**config.mk**
```make
export PLATFORM = sky130hd
export DESIGN_NAME = sv32_ptw_top
export DESIGN_NICKNAME = d
export VERILOG_FILES = /design/src/rtl/sv32_ptw_pkg.sv /design/src/rtl/ptw_miss_arbiter.sv /design/src/rtl/pte_checker.sv /design/src/rtl/ptw_walk_fsm.sv /design/src/rtl/tlb_update_gen.sv /design/src/rtl/sv32_ptw_top.sv
export VERILOG_INCLUDE_DIRS = /design/src /design/src/rtl
export SDC_FILE = /design/constraint.sdc
export NUM_CORES = 1
export LEC_CHECK = 0
export BUFFER_PORTS_ARGS = -buffer_cell sky130_fd_sc_hd__buf_2
export CAP_MARGIN = 20
export CORE_MARGIN = 2
export CORE_UTILIZATION = 49
export DETAILED_ROUTE_END_ITERATION = 7
export PLACE_DENSITY = 0.85
export SYNTH_ARGS = -nofsm -noshare
export SYNTH_HDL_FRONTEND = slang
export SYNTH_SLANG_ARGS = --single-unit
```
**constraint.sdc**
```tcl
create_clock -name clk_i -period 5.8 [get_ports clk_i]
set_input_delay 0.87 -clock clk_i [delete_from_list [all_inputs] [get_ports clk_i]]
set_output_delay 0.87 -clock clk_i [all_outputs]
set_load 0.03 [all_outputs]
```
**src/rtl/sv32_ptw_consts.svh**
```systemverilog
`ifndef SV32_PTW_CONSTS_SVH
`define SV32_PTW_CONSTS_SVH

// Sv32 address widths
`define PTW_VLEN 32
`define PTW_PLEN 34
`define PTW_PPNW 22
`define PTW_ASIDW 9

// one vpn field indexes a 1024 entry table
`define PTW_VPNW 10
`define PTW_PGOFF 12

// raw pte word
`define PTW_PTEW 32

// global mapping flag inside a pte
`define PTW_G_BIT 5

`endif

```
**src/rtl/sv32_ptw_pkg.sv**
```systemverilog
package sv32_ptw_pkg;

`include "sv32_ptw_consts.svh"

    // address and page number vectors
    typedef logic [`PTW_VLEN-1:0] vaddr_t;
    typedef logic [`PTW_PLEN-1:0] paddr_t;
    typedef logic [`PTW_PPNW-1:0] ppn_t;
    typedef logic [`PTW_ASIDW-1:0] asid_t;
    typedef logic [`PTW_VLEN-`PTW_PGOFF-1:0] vpn_t;
    typedef logic [`PTW_PTEW-1:0] pte_word_t;

    // walk FSM states
    typedef enum logic [2:0] {
        st_idle,
        st_wait_grant,
        st_pte_lookup,
        st_wait_rvalid,
        st_prop_error
    } walk_state_e;

    // Sv32 has two table levels, level 1 is the root
    typedef enum logic {
        lvl_1,
        lvl_2
    } ptw_level_e;

    // outcome of judging one pte
    typedef enum logic [1:0] {
        verdict_leaf_ok,
        verdict_next_level,
        verdict_fault
    } pte_verdict_e;

endpackage

```
**src/rtl/ptw_miss_arbiter.sv**
```systemverilog
`timescale 1ns/10ps

`include "sv32_ptw_consts.svh"

module ptw_miss_arbiter import sv32_ptw_pkg::*; (
    input  logic   clk_i,
    input  logic   rst_ni,
    input  logic   idle_i,
    input  logic   enable_translation_i,
    input  logic   en_ld_st_translation_i,
    input  logic   itlb_access_i,
    input  logic   itlb_hit_i,
    input  vaddr_t itlb_vaddr_i,
    input  logic   dtlb_access_i,
    input  logic   dtlb_hit_i,
    input  vaddr_t dtlb_vaddr_i,
    input  asid_t  asid_i,
    input  ppn_t   satp_ppn_i,
    output logic   start_o,
    output logic   is_instr_o,
    output vaddr_t walk_vaddr_o,
    output asid_t  walk_asid_o,
    output paddr_t root_pptr_o,
    output logic   itlb_miss_o,
    output logic   dtlb_miss_o
);

    logic   itlb_miss;
    logic   dtlb_miss;
    vaddr_t sel_vaddr;
    logic   is_instr_q;
    vaddr_t vaddr_q;
    asid_t  asid_q;
    paddr_t root_pptr_q;

    // ----------------------------------------
    // miss detection
    // ----------------------------------------
    // an access on the data side holds off the fetch walk
    assign itlb_miss = idle_i & enable_translation_i & itlb_access_i & ~itlb_hit_i
                     & ~dtlb_access_i;
    assign dtlb_miss = idle_i & ~itlb_miss & en_ld_st_translation_i & dtlb_access_i
                     & ~dtlb_hit_i;

    assign itlb_miss_o = itlb_miss;
    assign dtlb_miss_o = dtlb_miss;
    assign start_o     = itlb_miss | dtlb_miss;

    assign sel_vaddr = itlb_miss ? itlb_vaddr_i : dtlb_vaddr_i;

    // kind of walk in flight
    always_ff @(posedge clk_i or negedge rst_ni) begin
        if (!rst_ni) begin
            is_instr_q <= 1'b0;
        end else if (start_o) begin
            is_instr_q <= itlb_miss;
        end
    end

    // request payload, root pte sits at satp.ppn * 4096 + vpn[1] * 4
    always_ff @(posedge clk_i) begin
        if (start_o) begin
            vaddr_q     <= sel_vaddr;
            asid_q      <= asid_i;
            root_pptr_q <= {satp_ppn_i, sel_vaddr[`PTW_VLEN-1 -: `PTW_VPNW], 2'b00};
        end
    end

    assign is_instr_o   = is_instr_q;
    assign walk_vaddr_o = vaddr_q;
    assign walk_asid_o  = asid_q;
    assign root_pptr_o  = root_pptr_q;

endmodule

```
**src/rtl/pte_checker.sv**
```systemverilog
`timescale 1ns/10ps

`include "sv32_ptw_consts.svh"

module pte_checker import sv32_ptw_pkg::*; (
    input  pte_word_t    pte_i,
    input  ptw_level_e   level_i,
    input  logic         is_instr_i,
    input  logic         is_store_i,
    input  logic         mxr_i,
    output pte_verdict_e verdict_o
);

    // pte flag fields
    logic pte_v;
    logic pte_r;
    logic pte_w;
    logic pte_x;
    logic pte_a;
    logic pte_d;
    ppn_t pte_ppn;
    logic invalid;
    logic is_leaf;
    logic instr_ok;
    logic data_ok;
    logic store_ok;
    logic misaligned;
    logic leaf_ok;

    assign pte_v   = pte_i[0];
    assign pte_r   = pte_i[1];
    assign pte_w   = pte_i[2];
    assign pte_x   = pte_i[3];
    assign pte_a   = pte_i[6];
    assign pte_d   = pte_i[7];
    assign pte_ppn = pte_i[`PTW_PTEW-1 -: `PTW_PPNW];

    // ----------------------------------------
    // leaf permission checks
    // ----------------------------------------
    // not valid, or the reserved write-only encoding
    assign invalid = ~pte_v | (~pte_r & pte_w);
    assign is_leaf = pte_r | pte_x;

    // fetch needs x, access flag managed by software
    assign instr_ok = pte_x & pte_a;
    // loads may read x pages when mxr is set
    assign data_ok  = pte_a & (pte_r | (pte_x & mxr_i));
    // stores also want w and an already set dirty bit
    assign store_ok = ~is_store_i | (pte_w & pte_d);

    // a 4M leaf must have ppn[0] cleared
    assign misaligned = (level_i == lvl_1) && (pte_ppn[`PTW_VPNW-1:0] != '0);

    assign leaf_ok = ~misaligned & (is_instr_i ? instr_ok : (data_ok & store_ok));

    // ----------------------------------------
    // classification
    // ----------------------------------------
    always_comb begin
        if (invalid) begin
            verdict_o = verdict_fault;
        end else if (is_leaf) begin
            verdict_o = leaf_ok ? verdict_leaf_ok : verdict_fault;
        end else if (level_i == lvl_1) begin
            // pointer into the level 2 table
            verdict_o = verdict_next_level;
        end else begin
            // pointer found at the last level
            verdict_o = verdict_fault;
        end
    end

endmodule

```
**src/rtl/ptw_walk_fsm.sv**
```systemverilog
`timescale 1ns/10ps

`include "sv32_ptw_consts.svh"

module ptw_walk_fsm import sv32_ptw_pkg::*; (
    input  logic         clk_i,
    input  logic         rst_ni,
    input  logic         flush_i,
    input  logic         start_i,
    input  paddr_t       root_pptr_i,
    input  vaddr_t       walk_vaddr_i,
    input  pte_verdict_e verdict_i,
    input  logic         mem_gnt_i,
    input  logic         mem_rvalid_i,
    input  pte_word_t    mem_rdata_i,
    output pte_word_t    pte_o,
    output logic         pte_valid_o,
    output ptw_level_e   level_o,
    output logic         leaf_commit_o,
    output logic         idle_o,
    output logic         ptw_active_o,
    output logic         mem_req_o,
    output paddr_t       mem_addr_o,
    output logic         ptw_error_o
);

    walk_state_e state_q;
    walk_state_e state_d;
    ptw_level_e  level_q;
    ptw_level_e  level_d;
    paddr_t      pptr_q;
    paddr_t      pptr_d;
    logic        rvalid_q;
    pte_word_t   rdata_q;
    logic        judging;
    logic        outstanding;

    // ----------------------------------------
    // read response register
    // ----------------------------------------
    always_ff @(posedge clk_i or negedge rst_ni) begin
        if (!rst_ni) begin
            rvalid_q <= 1'b0;
        end else begin
            rvalid_q <= mem_rvalid_i;
        end
    end

    always_ff @(posedge clk_i) begin
        rdata_q <= mem_rdata_i;
    end

    // a pte is judged in lookup once its registered rvalid is seen
    assign judging = (state_q == st_pte_lookup) && rvalid_q;

    // a granted read whose data has not come back yet
    assign outstanding = ((state_q == st_pte_lookup) && !rvalid_q)
                       || ((state_q == st_wait_grant) && mem_gnt_i)
                       || ((state_q == st_wait_rvalid) && !rvalid_q);

    // ----------------------------------------
    // next state
    // ----------------------------------------
    always_comb begin
        state_d = state_q;
        level_d = level_q;
        pptr_d  = pptr_q;

        case (state_q)
            st_idle: begin
                // every walk starts at the root table
                level_d = lvl_1;
                if (start_i) begin
                    state_d = st_wait_grant;
                end
            end
            st_wait_grant: begin
                if (mem_gnt_i) begin
                    state_d = st_pte_lookup;
                end
            end
            st_pte_lookup: begin
                if (rvalid_q) begin
                    case (verdict_i)
                        verdict_leaf_ok: state_d = st_idle;
                        verdict_next_level: begin
                            // level 2 pte at pte.ppn * 4096 + vpn[0] * 4
                            level_d = lvl_2;
                            pptr_d  = {rdata_q[`PTW_PTEW-1 -: `PTW_PPNW],
                                       walk_vaddr_i[`PTW_PGOFF +: `PTW_VPNW], 2'b00};
                            state_d = st_wait_grant;
                        end
                        default: state_d = st_prop_error;
                    endcase
                end
            end
            st_prop_error: state_d = st_idle;
            st_wait_rvalid: begin
                if (rvalid_q) begin
                    state_d = st_idle;
                end
            end
            default: state_d = st_idle;
        endcase

        // flush drains a read that is still in flight
        if (flush_i) begin
            state_d = outstanding ? st_wait_rvalid : st_idle;
        end
    end

    always_ff @(posedge clk_i or negedge rst_ni) begin
        if (!rst_ni) begin
            state_q <= st_idle;
            level_q <= lvl_1;
        end else begin
            state_q <= state_d;
            level_q <= level_d;
        end
    end

    always_ff @(posedge clk_i) begin
        pptr_q <= pptr_d;
    end

    // ----------------------------------------
    // outputs
    // ----------------------------------------
    assign pte_o         = rdata_q;
    assign pte_valid_o   = judging;
    assign level_o       = level_q;
    assign leaf_commit_o = judging && (verdict_i == verdict_leaf_ok) && !flush_i;
    assign ptw_error_o   = (state_q == st_prop_error) && !flush_i;
    // no new walk is accepted in a flush cycle
    assign idle_o        = (state_q == st_idle) && !flush_i;
    assign ptw_active_o  = (state_q != st_idle);

    // level 1 address comes straight from the latched root pointer
    assign mem_req_o  = (state_q == st_wait_grant);
    assign mem_addr_o = (level_q == lvl_1) ? root_pptr_i : pptr_q;

endmodule

```
**src/rtl/tlb_update_gen.sv**
```systemverilog
`timescale 1ns/10ps

`include "sv32_ptw_consts.svh"

module tlb_update_gen import sv32_ptw_pkg::*; (
    input  logic       clk_i,
    input  logic       rst_ni,
    input  logic       start_i,
    input  pte_word_t  pte_i,
    input  logic       pte_valid_i,
    input  ptw_level_e level_i,
    input  logic       leaf_commit_i,
    input  logic       is_instr_i,
    input  vaddr_t     walk_vaddr_i,
    input  asid_t      walk_asid_i,
    output logic       itlb_update_valid_o,
    output logic       dtlb_update_valid_o,
    output vpn_t       update_vpn_o,
    output asid_t      update_asid_o,
    output logic       update_is_4m_o,
    output pte_word_t  update_content_o,
    output vaddr_t     update_vaddr_o,
    output logic       walking_instr_o
);

    logic global_q;

    // sticky global flag, a global pointer makes the whole subtree global
    always_ff @(posedge clk_i or negedge rst_ni) begin
        if (!rst_ni) begin
            global_q <= 1'b0;
        end else if (start_i) begin
            global_q <= 1'b0;
        end else if (pte_valid_i && pte_i[`PTW_G_BIT]) begin
            global_q <= 1'b1;
        end
    end

    // ----------------------------------------
    // update bundle
    // ----------------------------------------
    // steer the commit by walk kind
    assign itlb_update_valid_o = leaf_commit_i & is_instr_i;
    assign dtlb_update_valid_o = leaf_commit_i & ~is_instr_i;

    assign update_vpn_o     = walk_vaddr_i[`PTW_VLEN-1:`PTW_PGOFF];
    assign update_asid_o    = walk_asid_i;
    // leaf found in the root table maps a 4M superpage
    assign update_is_4m_o   = (level_i == lvl_1);
    assign update_content_o = pte_i | (pte_word_t'(global_q) << `PTW_G_BIT);
    assign update_vaddr_o   = walk_vaddr_i;
    assign walking_instr_o  = is_instr_i;

endmodule

```
**src/rtl/sv32_ptw_top.sv**
```systemverilog
`timescale 1ns/10ps

module sv32_ptw_top import sv32_ptw_pkg::*; (
    input  logic      clk_i,
    input  logic      rst_ni,
    input  logic      flush_i,
    input  logic      enable_translation_i,
    input  logic      en_ld_st_translation_i,
    input  logic      lsu_is_store_i,
    input  logic      mxr_i,
    input  logic      itlb_access_i,
    input  logic      itlb_hit_i,
    input  vaddr_t    itlb_vaddr_i,
    input  logic      dtlb_access_i,
    input  logic      dtlb_hit_i,
    input  vaddr_t    dtlb_vaddr_i,
    input  asid_t     asid_i,
    input  ppn_t      satp_ppn_i,
    // page table read port
    output logic      mem_req_o,
    output paddr_t    mem_addr_o,
    input  logic      mem_gnt_i,
    input  logic      mem_rvalid_i,
    input  pte_word_t mem_rdata_i,
    // tlb refill
    output logic      itlb_update_valid_o,
    output logic      dtlb_update_valid_o,
    output vpn_t      update_vpn_o,
    output asid_t     update_asid_o,
    output logic      update_is_4m_o,
    output pte_word_t update_content_o,
    output vaddr_t    update_vaddr_o,
    output logic      walking_instr_o,
    // status and perf counters
    output logic      ptw_active_o,
    output logic      ptw_error_o,
    output logic      itlb_miss_o,
    output logic      dtlb_miss_o
);

    logic         idle;
    logic         start;
    logic         is_instr;
    vaddr_t       walk_vaddr;
    asid_t        walk_asid;
    paddr_t       root_pptr;
    pte_word_t    pte;
    logic         pte_valid;
    ptw_level_e   level;
    logic         leaf_commit;
    pte_verdict_e verdict;

    ptw_miss_arbiter u_arbiter (
        .clk_i(clk_i), .rst_ni(rst_ni), .idle_i(idle),
        .enable_translation_i(enable_translation_i),
        .en_ld_st_translation_i(en_ld_st_translation_i),
        .itlb_access_i(itlb_access_i), .itlb_hit_i(itlb_hit_i), .itlb_vaddr_i(itlb_vaddr_i),
        .dtlb_access_i(dtlb_access_i), .dtlb_hit_i(dtlb_hit_i), .dtlb_vaddr_i(dtlb_vaddr_i),
        .asid_i(asid_i), .satp_ppn_i(satp_ppn_i),
        .start_o(start), .is_instr_o(is_instr), .walk_vaddr_o(walk_vaddr),
        .walk_asid_o(walk_asid), .root_pptr_o(root_pptr),
        .itlb_miss_o(itlb_miss_o), .dtlb_miss_o(dtlb_miss_o)
    );

    ptw_walk_fsm u_walk_fsm (
        .clk_i(clk_i), .rst_ni(rst_ni), .flush_i(flush_i), .start_i(start),
        .root_pptr_i(root_pptr), .walk_vaddr_i(walk_vaddr), .verdict_i(verdict),
        .mem_gnt_i(mem_gnt_i), .mem_rvalid_i(mem_rvalid_i), .mem_rdata_i(mem_rdata_i),
        .pte_o(pte), .pte_valid_o(pte_valid), .level_o(level), .leaf_commit_o(leaf_commit),
        .idle_o(idle), .ptw_active_o(ptw_active_o), .mem_req_o(mem_req_o),
        .mem_addr_o(mem_addr_o), .ptw_error_o(ptw_error_o)
    );

    pte_checker u_checker (
        .pte_i(pte), .level_i(level), .is_instr_i(is_instr),
        .is_store_i(lsu_is_store_i), .mxr_i(mxr_i), .verdict_o(verdict)
    );

    tlb_update_gen u_update_gen (
        .clk_i(clk_i), .rst_ni(rst_ni), .start_i(start), .pte_i(pte),
        .pte_valid_i(pte_valid), .level_i(level), .leaf_commit_i(leaf_commit),
        .is_instr_i(is_instr), .walk_vaddr_i(walk_vaddr), .walk_asid_i(walk_asid),
        .itlb_update_valid_o(itlb_update_valid_o), .dtlb_update_valid_o(dtlb_update_valid_o),
        .update_vpn_o(update_vpn_o), .update_asid_o(update_asid_o),
        .update_is_4m_o(update_is_4m_o), .update_content_o(update_content_o),
        .update_vaddr_o(update_vaddr_o), .walking_instr_o(walking_instr_o)
    );

endmodule

```
==> impl_table.tex <==
\begin{tabular}{lr}
\hline
Metric & Value \\
\hline
\multicolumn{2}{l}{\textbf{STA}} \\
\quad Worst-margin pin slew & 1030 ps \\
\quad Shortest period the worst path allows & 3320 ps \\
\quad FMAX & between 0.3 and 0.4 GHz \\
\quad Final setup violating endpoints & 0 \\
\quad Fraction of the cycle the final worst path needs & a little under three fifths \\
\quad Final Hold Violating Endpoints & 0 \\
\quad Setup repair after global routing missed its margin & no \\
\quad Smallest setup slack after layout & around 2500 ps \\
\quad Total Negative Setup Slacks & 0 ps \\
\quad Max\_slew headroom & 31.1\% \\
\quad Slew Limit Fails & 0 \\
\quad Worst clock skew & 7.67 ps \\
\multicolumn{2}{l}{\textbf{Place}} \\
\quad Number of input and output port buffers inserted & between 200 and 300 \\
\quad Post-detailed-placement half-perimeter wirelength & roughly 8.9 mm \\
\quad Cell Area, Placed & approximately 6400 sq um \\
\quad RePlAce Congestion & approximately 0.84 \\
\quad Worst slack, placed & roughly 2400 ps \\
\multicolumn{2}{l}{\textbf{GRT}} \\
\quad Antenna violations before repair & 0 \\
\quad Global routing usage summed across all routing layers & approximately a fifth \\
\quad Vias in the first global route & 3454 \\
\quad Overflow left after global routing & 0 \\
\quad Pin count of the biggest net entering global routing & 39 \\
\quad First-pass GRT wire length & between 15 and 20 mm \\
\multicolumn{2}{l}{\textbf{Synthesis}} \\
\quad Cells taking the most area after synthesis & sky130\_fd\_sc\_hd\_\_edfxtp\_1, sky130\_fd\_sc\_hd\_\_dfxtp\_1, sky130\_fd\_sc\_hd\_\_buf\_4, sky130\_fd\_sc\_hd\_\_mux2\_2, sky130\_fd\_sc\_hd\_\_mux2\_4 \\
\quad Library cell with the largest summed area after synthesis & sky130\_fd\_sc\_hd\_\_edfxtp\_1 \\
\quad Most numerous cell types in the synthesized netlist & sky130\_fd\_sc\_hd\_\_edfxtp\_1, sky130\_fd\_sc\_hd\_\_buf\_4, sky130\_fd\_sc\_hd\_\_mux2\_2 \\
\quad Number of enable flip-flop cells after synthesis & 95 \\
\quad Sequential-to-total area share from yosys stat & roughly 68\% \\
\quad Post-Syn Area per Cell & around 16 sq um \\
\quad Most used standard cell by instance count after synthesis & sky130\_fd\_sc\_hd\_\_edfxtp\_1 \\
\quad FF+latch count, synth & roughly 130 \\
\quad Mapped Cells & 326 \\
\quad Share of flip-flops with an asynchronous set or reset & approximately 5.2\% \\
\quad Area share of the largest cell type after synthesis & between 50\% and 60\% \\
\quad Cell variety after synth & 37 \\
\quad Main synth FF type & sky130\_fd\_sc\_hd\_\_edfxtp\_1 \\
\quad Number of warning messages in the yosys log & 0 \\
\quad Area of the mapped netlist & between 5000 and 6000 sq um \\
\multicolumn{2}{l}{\textbf{Drt}} \\
\quad Overall via count from detail\_route & $\sim$3.4k \\
\quad Number of DRC markers after the initial detailed-route iteration & 153 \\
\quad DRT Pass-1 Iters & 6 \\
\quad Routed wirelength normalized by instance count & about 17 um \\
\quad Number of remaining DRC errors & 0 \\
\quad Aggregate routed wire length & about 12 mm \\
\quad Via-to-Cell Ratio & between 4 and 5 \\
\quad Count of antenna-violating nets left after detailed routing & 0 \\
\multicolumn{2}{l}{\textbf{Floorplan}} \\
\quad Count of pins on the block boundary & roughly 280 \\
\quad Starting utilization of the core area & approximately half \\
\quad Placeable core region & around 11000 sq um \\
\quad Die Span Y & 109 um \\
\quad Site Rows & 38 \\
\quad DIE AREA & $\sim$12000 sq um \\
\quad Die width & approximately 110 um \\
\multicolumn{2}{l}{\textbf{Clocking}} \\
\quad CTS Root Cell & sky130\_fd\_sc\_hd\_\_clkbuf\_8 \\
\quad Htree depth & 4 \\
\quad Num CTS Buffers & 17 \\
\quad Clock network latency to the later pin of the worst-skew pair & roughly 520 ps \\
\quad CTS resizes & 0 \\
\quad Hold-fix buffers, CTS & 0 \\
\quad Clock Sink Count & 134 \\
\quad Post-CTS setup buffer count & 0 \\
\quad Clock tree from TritonCTS & done \\
\quad Number of buffers between clock root and the deepest sink & 2 \\
\quad Clk slew on worst S/H paths & around 60 ps \\
\multicolumn{2}{l}{\textbf{Power and ir drop}} \\
\quad Peak supply drop & around 0.24 mV \\
\quad Leakage & around 0.0032 uW \\
\quad Total power of the final layout & 2630 uW \\
\quad Power density over the cells & 374 nW/um\^{}2 \\
\multicolumn{2}{l}{\textbf{Final layout}} \\
\quad Share of post-route cells with drive strength above 1 & between 60\% and 70\% \\
\quad Net count of the finished layout & 688 \\
\quad Post-route cell area & 7030 sq um \\
\quad N\_diodes & 0 \\
\quad Area added between synthesis and finish & 30.7\% \\
\multicolumn{2}{l}{\textbf{Setup path}} \\
\quad CP endpoint kind & output pin \\
\quad CP Max Fanout & 25 \\
\quad CP Launch Type & flip-flop \\
\quad Critical path start-end classification & reg -> out \\
\quad Cells on worst reg2reg path & 4 \\
\quad WP data arrival & between 2000 and 2500 ps \\
\quad Critical path data required time & 4930 ps \\
\quad Register-to-register path setup slack & between 2000 and 3000 ps \\
\multicolumn{2}{l}{\textbf{Run status}} \\
\quad Outcome & complete, no violations \\
\multicolumn{2}{l}{\textbf{Flow run}} \\
\quad Max-cap violations & 0 \\
\multicolumn{2}{l}{\textbf{Hold path}} \\
\quad Class of the tightest hold or removal check & in -> async \\
\hline
\end{tabular}
-- registers in the layout, summed over array words and instances, names as in the netlist --
name                    flops
u_walk_fsm.pptr_q          32
u_walk_fsm.pte_o           32
u_arbiter.walk_vaddr_o     31
u_arbiter.root_pptr_o      23
u_arbiter.walk_asid_o       9
u_walk_fsm.state_q          3
u_arbiter.is_instr_o        1
u_update_gen.global_q       1
u_walk_fsm.level_o          1
u_walk_fsm.rvalid_q         1
-- cells in the final DEF, fill, tap and decap left out, drive strengths merged, types with 2 or more instances in the layout --
| cell type | Yosys | routed |
|---|---|---|
| nor4 | 3 | 3 |
| dfrtp | 7 | 7 |
| inv | 5 | 10 |
| o2bb2ai | 2 | 2 |
| nor4b | 2 | 2 |
| clkinv | 0 | 2 |
| buf | 72 | 275 |
| dfxtp | 32 | 32 |
| nand2b | 4 | 4 |
| clkbuf | 1 | 22 |
| nand2 | 9 | 9 |
| mux2 | 65 | 65 |
| o21ai | 4 | 4 |
| nor2 | 6 | 6 |
| conb | 1 | 2 |
| nor3 | 4 | 4 |
| or3 | 2 | 2 |
| bufinv | 0 | 2 |
| edfxtp | 95 | 95 |
-- layer usage --
layer,wire length (um),share of wire [%],global-route usage [%],vias to the layer above
li1,-,-,-,1570
met2,6460,53,36.9,184
met5,0,0,0,-
met4,298,2.4,10.3,0
met3,872,7.2,6.46,22
met1,4550,37,21.5,1621
-- cell families after synthesis --
kind of cell	after synthesis	share of synthesized area, %
other cells	1	0.0697
compound gates	13	1.74
flops	134	68.2
buf+inv	78	10.4
mux	65	15.4
simple gates	35	4.09
-- final cells by class --
type                    instances  area, sq um
fillers                       756         3760
multi-input cells             115         1160
well taps                     140          175
inverters                       5         18.8
flip-flops and latches        134         3670
repair buffers                275         1380
clock inverters                10          129
clock buffers                  22          495
-- critical path, cell delays in order, from the launching register on --
cell                       delay (ps)
sky130_fd_sc_hd__dfrtp_1         1030
sky130_fd_sc_hd__a31oi_1           80
sky130_fd_sc_hd__a2111o_1         370
sky130_fd_sc_hd__nor3_1           210
sky130_fd_sc_hd__buf_2            240
-- path summary, 6_finish.rpt --
check | from | end
min in group clk_i | u_walk_fsm.pte_o[28] | u_walk_fsm.pptr_q[30]
hold reg to reg | u_walk_fsm.pte_o[28] | u_walk_fsm.pptr_q[30]
max in group asynchronous | rst_ni | u_walk_fsm.level_o
setup / recovery | u_walk_fsm.level_o | dtlb_update_valid_o
hold / removal | rst_ni | u_walk_fsm.state_q[1]
setup reg to reg | u_walk_fsm.state_q[1] | u_arbiter.walk_vaddr_o[17]
-- stage by stage --
stage          hold WS (ps)  cells  util [%]
6_report                175    701      65.1
5_1_grt                 154    701      65.1
4_1_cts                 145    701      65.1
3_5_place_dp            410    669      59.3
3_3_place_gp            411    669      59.3
2_1_floorplan           409    327         -
-- report_power, final --
group / switching, uW / internal [uW] / total, uW
combinational: 239 / 147 / 387
clock: 411 / 695 / 1110
sequential: 49.7 / 1090 / 1140
Note: power is estimated with default switching activity, not from simulation.
